--- src/rtl/dcache_pkg.sv ---
package dcache_pkg;

  // ======================================================================
  // Widths and address fields
  // ======================================================================
  localparam int ADDR_W     = 32;
  localparam int DATA_W     = 32;
  localparam int LINE_WORDS = 4;
  localparam int LINE_W     = DATA_W * LINE_WORDS;
  localparam int INDEX_W    = 5;
  localparam int LINES      = 1 << INDEX_W;
  localparam int TAG_W      = 23;

  // Low bit of each address field
  localparam int WORD_LSB  = 2;
  localparam int INDEX_LSB = 4;
  localparam int TAG_LSB   = 9;

  typedef logic [TAG_W-1:0]  tag_t;
  typedef logic [LINE_W-1:0] line_t;
  typedef logic [1:0]        size_t;

  localparam size_t SIZE_BYTE = 2'd0;
  localparam size_t SIZE_HALF = 2'd1;
  localparam size_t SIZE_WORD = 2'd2;

  // ======================================================================
  // Shared structs
  // ======================================================================
  typedef struct packed {
    logic [ADDR_W-1:0] addr;
    logic              write;
    logic [DATA_W-1:0] wdata;
    size_t             size;
  } core_cmd_t;

  typedef struct packed {
    tag_t               tag;
    logic [INDEX_W-1:0] index;
    logic [1:0]         word;
    logic               write;
    size_t              size;
    logic [DATA_W-1:0]  wdata;
    logic [3:0]         byte_en;
  } dec_req_t;

  typedef struct packed {
    logic              req;
    logic              write;
    logic [ADDR_W-1:0] addr;
    logic [DATA_W-1:0] wdata;
    size_t             size;
  } mem_req_t;

  typedef struct packed {
    logic              beat;
    logic [DATA_W-1:0] rdata;
  } mem_rsp_t;

  // One-cycle flags from the controller
  typedef struct packed {
    logic load_hit;
    logic load_refill;
    logic read_hit;
    logic write_hit;
    logic read_miss;
    logic write_miss;
  } ctrl_evt_t;

  typedef struct packed {
    logic [15:0] read_hits;
    logic [15:0] write_hits;
    logic [15:0] read_misses;
    logic [15:0] write_misses;
  } dcache_stats_t;

endpackage

--- src/rtl/dcache_array.sv ---
`timescale 1ns/100ps

module dcache_array
  import dcache_pkg::*;
#(
  parameter type payload_t = logic [DATA_W-1:0]
) (
  input  logic               clk,
  input  logic [INDEX_W-1:0] index,
  input  logic               wen,
  input  payload_t           wdata,
  output payload_t           rdata
);

  payload_t mem [LINES];

  // Read returns the old entry on a same-cycle write
  always_ff @(posedge clk) begin
    if (wen) begin
      mem[index] <= wdata;
    end
    rdata <= mem[index];
  end

endmodule

--- config.mk ---
export PLATFORM = sky130hd
export DESIGN_NAME = dcache_array
export DESIGN_NICKNAME = d
export VERILOG_FILES = /design/src/rtl/dcache_pkg.sv /design/src/rtl/dcache_array.sv
export SDC_FILE = /design/constraint.sdc
export NUM_CORES = 1
export LEC_CHECK = 0
export BUFFER_PORTS_ARGS = -buffer_cell sky130_fd_sc_hd__buf_2
export CORE_UTILIZATION = 45
export CTS_CLUSTER_DIAMETER = 40
export DETAILED_ROUTE_END_ITERATION = 16
export SYNTH_ARGS = -nofsm -noshare
export SYNTH_HDL_FRONTEND = slang
export SYNTH_SLANG_ARGS = --single-unit
export TNS_END_PERCENT = 1
--- constraint.sdc ---
create_clock -name clk -period 4.25 [get_ports clk]
set_clock_uncertainty 0.15 [all_clocks]
set_input_delay 0.2125 -clock clk [delete_from_list [all_inputs] [get_ports clk]]
set_output_delay 0.2125 -clock clk [all_outputs]
set_load 0.02 [all_outputs]
After elaboration in Yosys (flattened, before gate mapping):

Memory sizes are Yosys's and may differ from the RTL's. A register that Yosys moved wholly into a read port is not among the register bits.
Index checks and enable logic that the tools add are counted.

* output and inout port bits: 32
* bits in latches: 0
* bits in writable memories: 1024
* memory bits (read-only): 0
* register bits after elaboration: 0
* word-level logic and storage cells: 3
* memories: 1

* $mul: 0
* shifts and indexed selects: 0
* magnitude comparators: 0
* mux-type cells: 2
* reduce and logical (&&, ||, !) cells: 0
* equality and inequality tests: 0
* add/subtract/negate cells: 0
* bitwise gates (word level): 0
* divide/modulo/power cells: 0

Memories
* mem: words 32, bits a word 32, rd ports 1, clocked after memory_dff 1, wr ports 1, line dcache_array.sv:15 `payload_t mem [LINES];`

Operators by type and width (number)
* $mux W1: 2

Depth between registers and ports, before layout:

Gate-level depths: netlist (run 1).

* word-level depth: 2
* gate-level depth with buffers: 8
* depth with buffers taken out: 4

Worst setup path after synthesis (run 1):

No wires, ideal clock.

* kind: input port to flip-flop
* start: in index[1]
* end: mem mem[27][0] (netlist bit) (enable)
* arrival time: 3420 ps
* path slack: 219 ps
* library setup time: 461 ps
* required time: 3639 ps
* cell stages on the path: 6
* cells stage by stage: clkbuf_1 buf_4 buf_2 buf_2 nand3_1 nor3_1

RTL lines
* from (decl): line dcache_array.sv:9 `input logic [INDEX_W-1:0] index,`
* to (decl): line dcache_array.sv:15

Straight into the memory's write port.

==> results of run 1 <==
critical path, cell delays in order:
cell and delay [ps]:
buf_2 260, nand4_1 660, buf_4 380, buf_4 250
o22ai_1 90, nor4_1 920, nand2_1 130
layout by cell type (no fill, tap or decap), types with 11 or more instances in the layout:
master	n
clkinv_4	11
buf_12	28
clkbuf_1	15
buf_2	69
clkbuf_16	138
nor4_1	64
o22ai_1	256
clkinv_1	12
edfxtp_1	1024
mux2i_1	512
bufinv_16	22
nor2_4	28
dlygate4sd3_1	32
inv_6	14
nand2_1	34
buf_4	50
dfxtp_1	32
registers in the layout, indices dropped and copies added (netlist names):
name / cells
mem: 1024
rdata: 32
power groups by stage:
stage          Combinational [mW]  Sequential, mW  Clock, mW
6_report                     1.00            11.7       12.0
2_1_floorplan               0.487            11.9          0
4_1_cts                      1.00            11.7       12.1
3_3_place_gp                0.960            11.9          0
3_5_place_dp                0.978            11.9          0
5_1_grt                      1.06            11.7       12.5
timing repair:
| item | in CTS | in global routing |
|---|---|---|
| gates resized for setup | 0 | 0 |
| endpoints found under the hold margin | 1024 | 0 |
| hold buffers | 32 | 0 |
how the worst max path moves through the flow:
| stage | from | to | depth (start not counted) | slack (ps) |
|---|---|---|---|---|
| 2_1_floorplan | index[1] | mem[27][0] | 6 | 220 |
| 3_3_place_gp | index[2] | rdata[11] | 7 | 1070 |
| 3_5_place_dp | index[2] | rdata[11] | 7 | 1060 |
| 4_1_cts | index[2] | rdata[11] | 7 | 1820 |
| 5_1_grt | index[2] | rdata[11] | 7 | 1720 |
| 6_report | index[2] | rdata[11] | 7 | 1730 |
per-stage QoR:
| stage | hold slack (ps) | instance area (µm²) | util | power [mW] |
|---|---|---|---|---|
| global route | 61.5 | 47200 | 0.541 | 25.3 |
| floorplan | 161 | 39700 | - | 12.4 |
| detailed placement | 471 | 42000 | 0.482 | 12.8 |
| CTS | 34.9 | 47200 | 0.541 | 24.8 |
| global placement | 479 | 42000 | 0.482 | 12.8 |
| finish | 66.3 | 47200 | 0.542 | 24.6 |
layer usage:
layer	vias up	track usage
met5	-	0
met4	2	0.0724
met3	155	0.0400
met2	767	0.366
met1	10600	0.307
li1	9039	-
area by class of cell:
class	instances	area, µm²	share of cell area
Antenna cell	4	10.0	0.000212
Clock buffer	160	3610	0.0764
Clock inverter	88	1230	0.0261
Multi-Input combinational cell	925	7900	0.167
Sequential cell	1056	31400	0.665
Tap cell	1155	1450	0.0306
Timing Repair Buffer	180	1620	0.0342
kinds of logic after synthesis:
family                 share of synthesized area
flip-flops                                 0.790
AND/OR/NAND/NOR                           0.0227
AO/OA/AOI/OAI                             0.0403
buffers and inverters                     0.0182
multiplexers                               0.129
synthesized netlist by cell type:
library cell / n
or4b_1: 1
nand3_1: 2
or4b_4: 3
nand4bb_1: 6
nand2_1: 34
buf_4: 2
o22ai_1: 256
nand3b_1: 4
buf_6: 19
buf_1: 1
or3b_2: 3
or3_1: 1
nand4b_1: 4
edfxtp_1: 1024
clkbuf_1: 23
nor2_1: 29
nor4_1: 64
nand4_1: 1
mux2i_1: 512
nor3_1: 4
buf_2: 81
or4_4: 1
dfxtp_1: 32
==> qor.csv, run 1 <==
stage,metric,value,unit
power,Leak,16.5,nW
routing,Antenna Violating Nets Remaining,0,
sta,pins over their slew limit,0,
global_route,first-pass GRT wire length,144000,µm
critical_path,critical path class,in2reg,
sta,slew margin rel.,0.210,
sta,Fin Setup TNS,0,ps
routing,uppermost layer routed,met5,
routing,via count,20500,
run_status,status,completed,
power,Int Pwr,19.4,mW
cts,"Setup Fix Bufs, Post-CTS",0,
routing,met3 wire length,6710,µm
cts,H-tree Lvls,4,
power,Pwr Density,522,mW/mm²
layout,layout cell share with drive strength beyond 1,0.172,
routing,wl on met1,42500,µm
cts,clk buf depth,3,
sta,RSZ-0062 raised after global routing,false,
floorplan,die height,299,µm
power,Clk pwr share,0.487,
floorplan,core area,0.0872,mm²
layout,Area Overhead vs Synth,18.8,%
critical_path,peak fanout along the critical path,27,
sta,Setup Viol. Count Final,0,
power,switching pwr,5.21,mW
place,placed cells,3284,
synth,Post-Syn Area per Cell,18.9,µm²
sta,fin crit period,2520,ps
synth,Synth area leader,edfxtp_1,
worst_hold_path,min-delay src,wen,
critical_path,startpoint types,primary input,
synth,Mapped Nets,2146,
routing,Routed wire per std cell,28.1,µm
routing,Starting DRT DRC Count,1784,
synth,sequential fraction of the synthesis area,0.790,
routing,WL met2,48800,µm
routing,final wirelength,100000,µm
layout,NumNets Final,2337,
sta,Setup WS post-layout,1730,ps
critical_path,CP Capture Type,flop,
flow_run,Maximum Capacitance Violations,0,
place,RD Place Congestion,0.815,
cts,Sink Count,1056,
sta,Worst-Margin Slew,1190,ps
worst_hold_path,min-delay worst type,in2reg,
routing,Vias/cell,5.75,
cts,Clock Latency Late Sink,730,ps
global_route,vias in the first global route,20600,
synth,Cells after Synth,2107,
routing,drt first pass iters,5,
critical_path,R2R Path End,rdata[17],
synth,Synth cell types,23,
power,Net Sw Frac,0.212,
routing,DRC viols,0,
place,IO buf count,70,
place,pre-CTS WS,1060,ps
synth,register bit total from synthesis,1056,
power,Comb power frac,0.041,
global_route,largest net degree at the start of global routing,90,
critical_path,r2r startpoint,mem[22][17],
floorplan,# rows,108,
floorplan,Top Ports,71,
global_route,All-Layer GR Usage,0.224,
place,Final HPWL DP,56100,µm
synth,YS warnings,0,
critical_path,Worst Path Arrival,2930,ps
cts,Clock transition at path regs,50,ps
power,Reg power frac,0.473,
floorplan,die area,0.0895,mm²
synth,synth top area cells,"edfxtp_1 77%, mux2i_1 13%, o22ai_1 4.0%",
synth,Yosys top cell area share,0.774,
sta,part of the cycle the worst path needs,0.594,
critical_path,Worst Path Required,4650,ps
floorplan,die width,299,µm
layout,fillers,6723,
critical_path,flop2flop setup slack,2170,ps
floorplan,initial core utilization,0.456,
cts,CTS Buf Count,135,
sta,Max Freq,0.396,GHz
layout,"Cell Count, Final, Fillers Out",3568,
critical_path,Reg2Reg Depth,4,
worst_hold_path,hold path depth,3,
cts,CTS tree,built,
global_route,grt ovf,0,
power,Max VDD drop,0.394,mV
global_route,initial antenna violation count,4,
synth,Synth Cell Area,0.0397,mm²
worst_hold_path,Worst Hold Path EP,mem[30][18],
cts,CTS root buf,clkbuf_16,
sta,"Hold Vio Cnt, Final",0,
Power figures use the tool's default switching activity.
==> inputs of run 2 (changes only) <==
==> constraint.sdc (replaced) <==
create_clock -name clk -period 2 [get_ports clk]
set_clock_uncertainty 0.15 [all_clocks]
set_input_delay 0.1 -clock clk [delete_from_list [all_inputs] [get_ports clk]]
set_output_delay 0.1 -clock clk [all_outputs]
set_load 0.02 [all_outputs]
==> run 2 against run 1 <==
Effect of this change:
- sequential cell count stayed put
- combinational power is 140% higher
- total power is 110% higher
- critical endpoint is now rdata[24]
- highest routed layer unchanged
==> qor.csv, run 2 (same netlist as run 1, synthesis figures left out) <==
stage,metric,value,unit
floorplan,die area,0.0895,mm²
worst_hold_path,hold path depth,5,
critical_path,CP top delay family,simple AND/OR/NAND/NOR gates,
critical_path,CP Capture Type,flop,
global_route,grt ovf,0,
routing,drt first pass iters,5,
sta,Worst-Margin Slew,889,ps
power,Leak,17.3,nW
floorplan,Top Ports,71,
layout,most frequent cells in the layout,"1024 x edfxtp_1, 512 x mux2i_1, 256 x o22ai_1, 135 x clkbuf_16, 124 x buf_4",
layout,multi-input logic area,0.00797,mm²
cts,H-tree Lvls,4,
place,IO buf count,70,
power,Clk pwr share,0.471,
critical_path,peak fanout along the critical path,1,
place,Final HPWL DP,59600,µm
power,Reg power frac,0.481,
critical_path,Reg2Reg Depth,5,
layout,Sequential Area,0.0314,mm²
layout,NumNets Final,2476,
floorplan,initial core utilization,0.456,
critical_path,r2r startpoint,mem[22][24],
sta,slew margin rel.,0.402,
sta,RSZ-0062 raised after global routing,false,
sta,Setup Viol. Count Final,0,
worst_hold_path,min-delay worst type,in2reg,
power,Max VDD drop,0.781,mV
floorplan,die height,299,µm
global_route,initial antenna violation count,4,
power,Comb power frac,0.047,
place,RD Place Congestion,0.825,
layout,max reg flops,1024,
power,Net Sw Frac,0.216,
critical_path,Worst Path Arrival,2280,ps
cts,CTS tree,built,
routing,Vias/cell,5.71,
critical_path,worst path bufs/invs,1,
floorplan,core area,0.0872,mm²
routing,Routed wire per std cell,27.3,µm
global_route,vias in the first global route,21500,
power,Int Pwr,40.3,mW
layout,layout cell share with drive strength beyond 1,0.217,
critical_path,CP startpoint,mem[22][24],
routing,via count,21100,
layout,Final Util,0.561,
worst_hold_path,min-delay src,index[0],
cts,Sink Count,1056,
layout,Area Overhead vs Synth,23.1,%
sta,pins over their slew limit,0,
layout,biggest registers after layout,"mem (1024), rdata (32)",
critical_path,startpoint types,flop,
critical_path,flop2flop setup slack,170,ps
cts,CTS Buf Count,132,
global_route,All-Layer GR Usage,0.228,
cts,CTS root buf,clkbuf_16,
sta,fin crit period,1830,ps
floorplan,# rows,108,
cts,Clock transition at path regs,60,ps
routing,Starting DRT DRC Count,1759,
layout,"commonest non-fill, non-tap cell in the layout",edfxtp_1,
place,pre-CTS WS,-791,ps
routing,DRC viols,0,
power,switching pwr,11.1,mW
worst_hold_path,Worst Hold Path EP,mem[24][31],
layout,fillers,6571,
sta,part of the cycle the worst path needs,0.913,
cts,Clock Latency Late Sink,730,ps
critical_path,R2R Path End,rdata[24],
global_route,largest net degree at the start of global routing,56,
critical_path,Worst Path Required,2450,ps
critical_path,critical path class,reg2reg,
layout,most flop-heavy register,mem,
power,Pwr Density,1050,mW/mm²
critical_path,CP Cell Sequence,"mux2i_1, o22ai_1, nor4_1, buf_4, nand2_1",
critical_path,"Largest stage delay, worst path",610,ps
critical_path,Crit-path slowest cell,nor4_1,
sta,Max Freq,0.547,GHz
sta,Setup WS post-layout,173,ps
routing,final wirelength,101000,µm
global_route,first-pass GRT wire length,146000,µm
cts,clk buf depth,3,
run_status,status,completed,
sta,"Hold Vio Cnt, Final",0,
routing,Antenna Violating Nets Remaining,0,
flow_run,Maximum Capacitance Violations,0,
floorplan,die width,299,µm
layout,ant diodes,0,
run 2: repair_timing:
item                                     CTS  global route
gates resized for setup                    1             0
endpoints found under the setup margin     1             0
buffers inserted                           0             0
hold buffers                              33             0
endpoints found under the hold margin   1025             0
run 2: worst min-delay path: cells and delay by family:
family | cells | cell delay, ps
buffers and inverters | 3 | 440
and+or+nand+nor | 2 | 250
run 2: power groups by stage:
stage	registers, mW	logic (mW)	clock network [mW]
after floorplan	25.3	1.07	0
after global placement	25.2	2.37	0
after detailed placement	25.2	2.41	0
after CTS	24.8	2.47	24.6
after global routing	24.8	2.60	25.5
final	24.8	2.44	24.2
run 2: metrics by stage:
step,setup TNS (ps),instance area (µm²),hold slack (ps),cells,total power [mW]
after floorplan,-430900,40000,48.9,2107,26.4
after global placement,-6960,44000,368,3425,27.6
after detailed placement,-7770,44000,364,3425,27.6
after CTS,0,48900,45.7,3703,51.8
after global routing,0,48900,83.8,3703,52.9
final,0,48900,98.3,3703,51.4
run 2: per-layer routing:
metal,vias up,global-route usage,share of wire
met5,-,0,0.00013
met4,2,0.0730,0.024
met3,155,0.0470,0.068
met2,764,0.369,0.48
met1,10900,0.310,0.42
li1,9289,-,-
run 2: worst max-delay path by stage:
stage,end,slack [ps],depth (start not counted)
floorplan,mem[26][0],-710,6
global placement,rdata[9],-780,8
detailed placement,rdata[9],-790,8
CTS,rdata[17],160,1
global route,rdata[26],40,4
finish,rdata[24],170,5
run 2: cell type report:
cell class / count / area share
flip-flops and latches: 1056 / 0.642
multi-input cells: 925 / 0.163
clock buffers: 161 / 0.0725
well taps: 1155 / 0.0295
repair buffers: 322 / 0.0720
clock inverters: 84 / 0.0214
==> inputs of run 3 (changes only) <==
==> constraint.sdc (replaced) <==
create_clock -name clk -period 2 [get_ports clk]
set_clock_uncertainty 0.15 [all_clocks]
set_input_delay 0.5 -clock clk [delete_from_list [all_inputs] [get_ports clk]]
set_output_delay 0.5 -clock clk [all_outputs]
set_load 0.02 [all_outputs]
==> run 3 against run 2 <==
Effect of this change:
- the run now ends with negative setup slack left
- total power fell by 1.0%
- final cell count grew 0.59%
- combinational power rose by 2%
- final area increased by 0.71%
- worst hold slack gained 30 ps
- critical path type is now in2reg
- critical endpoint is now rdata[20]
- largest power group unchanged
==> qor.csv, run 3 (same netlist as run 1, synthesis figures left out) <==
stage,metric,value,unit
floorplan,Top Ports,71,
routing,Routed wire per std cell,26.9,µm
layout,most frequent cells in the layout,"1024 x edfxtp_1, 512 x mux2i_1, 256 x o22ai_1, 160 x buf_4, 132 x clkbuf_16",
cts,clk buf depth,3,
cts,Sink Count,1056,
layout,Area Overhead vs Synth,24.0,%
layout,layout cell share with drive strength beyond 1,0.242,
run_status,failing checks,negative setup slack,
layout,"Cell Count, Final, Fillers Out",3725,
layout,fillers,6564,
critical_path,CP startpoint,index[2],
power,Net Sw Frac,0.217,
critical_path,startpoint types,primary input,
sta,"Hold Vio Cnt, Final",0,
critical_path,flop2flop setup slack,190,ps
layout,NumNets Final,2501,
cts,H-tree Lvls,4,
critical_path,Worst Path Required,2420,ps
cts,CTS Buf Count,132,
sta,fin crit period,2050,ps
floorplan,# rows,108,
critical_path,r2r startpoint,mem[26][20],
critical_path,Reg2Reg Depth,4,
routing,drt first pass iters,5,
place,Final HPWL DP,62000,µm
place,pre-CTS WS,-892,ps
sta,Max Freq,0.488,GHz
sta,Setup Viol. Count Final,1,
routing,final wirelength,100000,µm
run_status,status,"complete, but fails checks",
sta,pins over their slew limit,0,
power,switching pwr,11.1,mW
cts,"Setup Fix Bufs, Post-CTS",0,
power,Clk pwr share,0.465,
floorplan,die height,299,µm
critical_path,Worst Path Arrival,2470,ps
critical_path,critical path class,in2reg,
power,Reg power frac,0.486,
sta,slew margin rel.,0.407,
layout,multi-input logic area,0.00799,mm²
routing,Starting DRT DRC Count,1722,
power,total power,50.9,mW
power,Comb power frac,0.049,
place,IO buf count,70,
layout,Sequential Area,0.0314,mm²
sta,Setup WS post-layout,-50.8,ps
sta,Fin Setup TNS,-50.8,ps
critical_path,CP Capture Type,flop,
power,Max VDD drop,0.790,mV
critical_path,R2R Path End,rdata[20],
flow_run,Maximum Capacitance Violations,0,
cts,CTS tree,built,
layout,most flop-heavy register,mem,
floorplan,core area,0.0872,mm²
global_route,grt ovf,0,
worst_hold_path,min-delay worst type,in2reg,
sta,Fin Hold WS,128,ps
floorplan,die width,299,µm
layout,Final Util,0.565,
cts,Clock transition at path regs,60,ps
routing,Vias/cell,5.65,
critical_path,peak fanout along the critical path,19,
place,placed cells,3483,
layout,finished layout cell area,0.0493,mm²
power,Leak,17.5,nW
cts,hold buffer count at cts,0,
cts,CTS root buf,clkbuf_16,
floorplan,die area,0.0895,mm²
global_route,first-pass GRT wire length,146000,µm
layout,max reg flops,1024,
sta,Worst-Margin Slew,881,ps
place,Post-DP Area,0.0447,mm²
power,Int Pwr,39.9,mW
place,RD Place Congestion,0.824,
routing,via count,21100,
global_route,All-Layer GR Usage,0.226,
sta,RSZ-0062 raised after global routing,false,
routing,Antenna Violating Nets Remaining,0,
sta,part of the cycle the worst path needs,1.03,
global_route,vias in the first global route,21700,
layout,biggest registers after layout,"mem (1024), rdata (32)",
global_route,initial antenna violation count,5,
critical_path,Worst Setup EP,rdata[20],
power,Pwr Density,1030,mW/mm²
global_route,largest net degree at the start of global routing,37,
floorplan,initial core utilization,0.456,
cts,Clock Latency Late Sink,730,ps
layout,"commonest non-fill, non-tap cell in the layout",edfxtp_1,
routing,DRC viols,0,
## run 3: changes by cell type in the layout (fill, tap and decap cells not counted), moves of 5 or more
cell	previous run	this run
buf_12	95	119
buf_4	124	160
clkinv_4	4	9
dfxtp_1	32	26
dfxtp_2	0	5
dlygate4sd3_1	33	0
## run 3: how the worst min path moves through the flow
stage / from / endpoint / slack, ps / depth (start not counted)
finish: wdata[1] / mem[4][1] / 130 / 1
global route: wdata[1] / mem[4][1] / 120 / 1
CTS: wdata[1] / mem[6][1] / 90 / 1
detailed placement: mem[14][30] / rdata[30] / 490 / 4
global placement: mem[12][30] / rdata[30] / 480 / 4
floorplan: mem[28][30] / rdata[30] / 430 / 4
## run 3: power by group through the flow
stage	Combinational, mW	Clock [mW]	Sequential, mW
6_report	2.49	23.7	24.8
2_1_floorplan	1.07	0	25.3
3_5_place_dp	2.50	0	25.2
5_1_grt	2.66	25.0	24.8
4_1_cts	2.51	24.1	24.8
3_3_place_gp	2.46	0	25.2
## run 3: worst max-delay path, cell delays in order
cell and delay [ps]:
buf_2 140, buf_4 270, nand4bb_4 320, buf_12 160
buf_4 100, o22ai_1 80, nor4_1 780, nand2_1 130
## run 3: routing by layer
metal | track usage | routed length, µm
met5 | 0 | 0
met2 | 0.371 | 48900
met3 | 0.0452 | 6320
met1 | 0.304 | 42300
met4 | 0.0752 | 2640
## run 3: layout make-up
type / instances / area share
Tap cell: 1155 / 0.0293
Clock buffer: 159 / 0.0713
Clock inverter: 82 / 0.0198
Antenna cell: 1 / 0.0000508
Timing Repair Buffer: 347 / 0.0798
Multi-Input combinational cell: 925 / 0.162
Sequential cell: 1056 / 0.637
## run 3: repair_timing
item / CTS / global route
pin swaps: 0 / 0
gates resized for setup: 10 / 4
setup endpoints to repair: 9 / 4
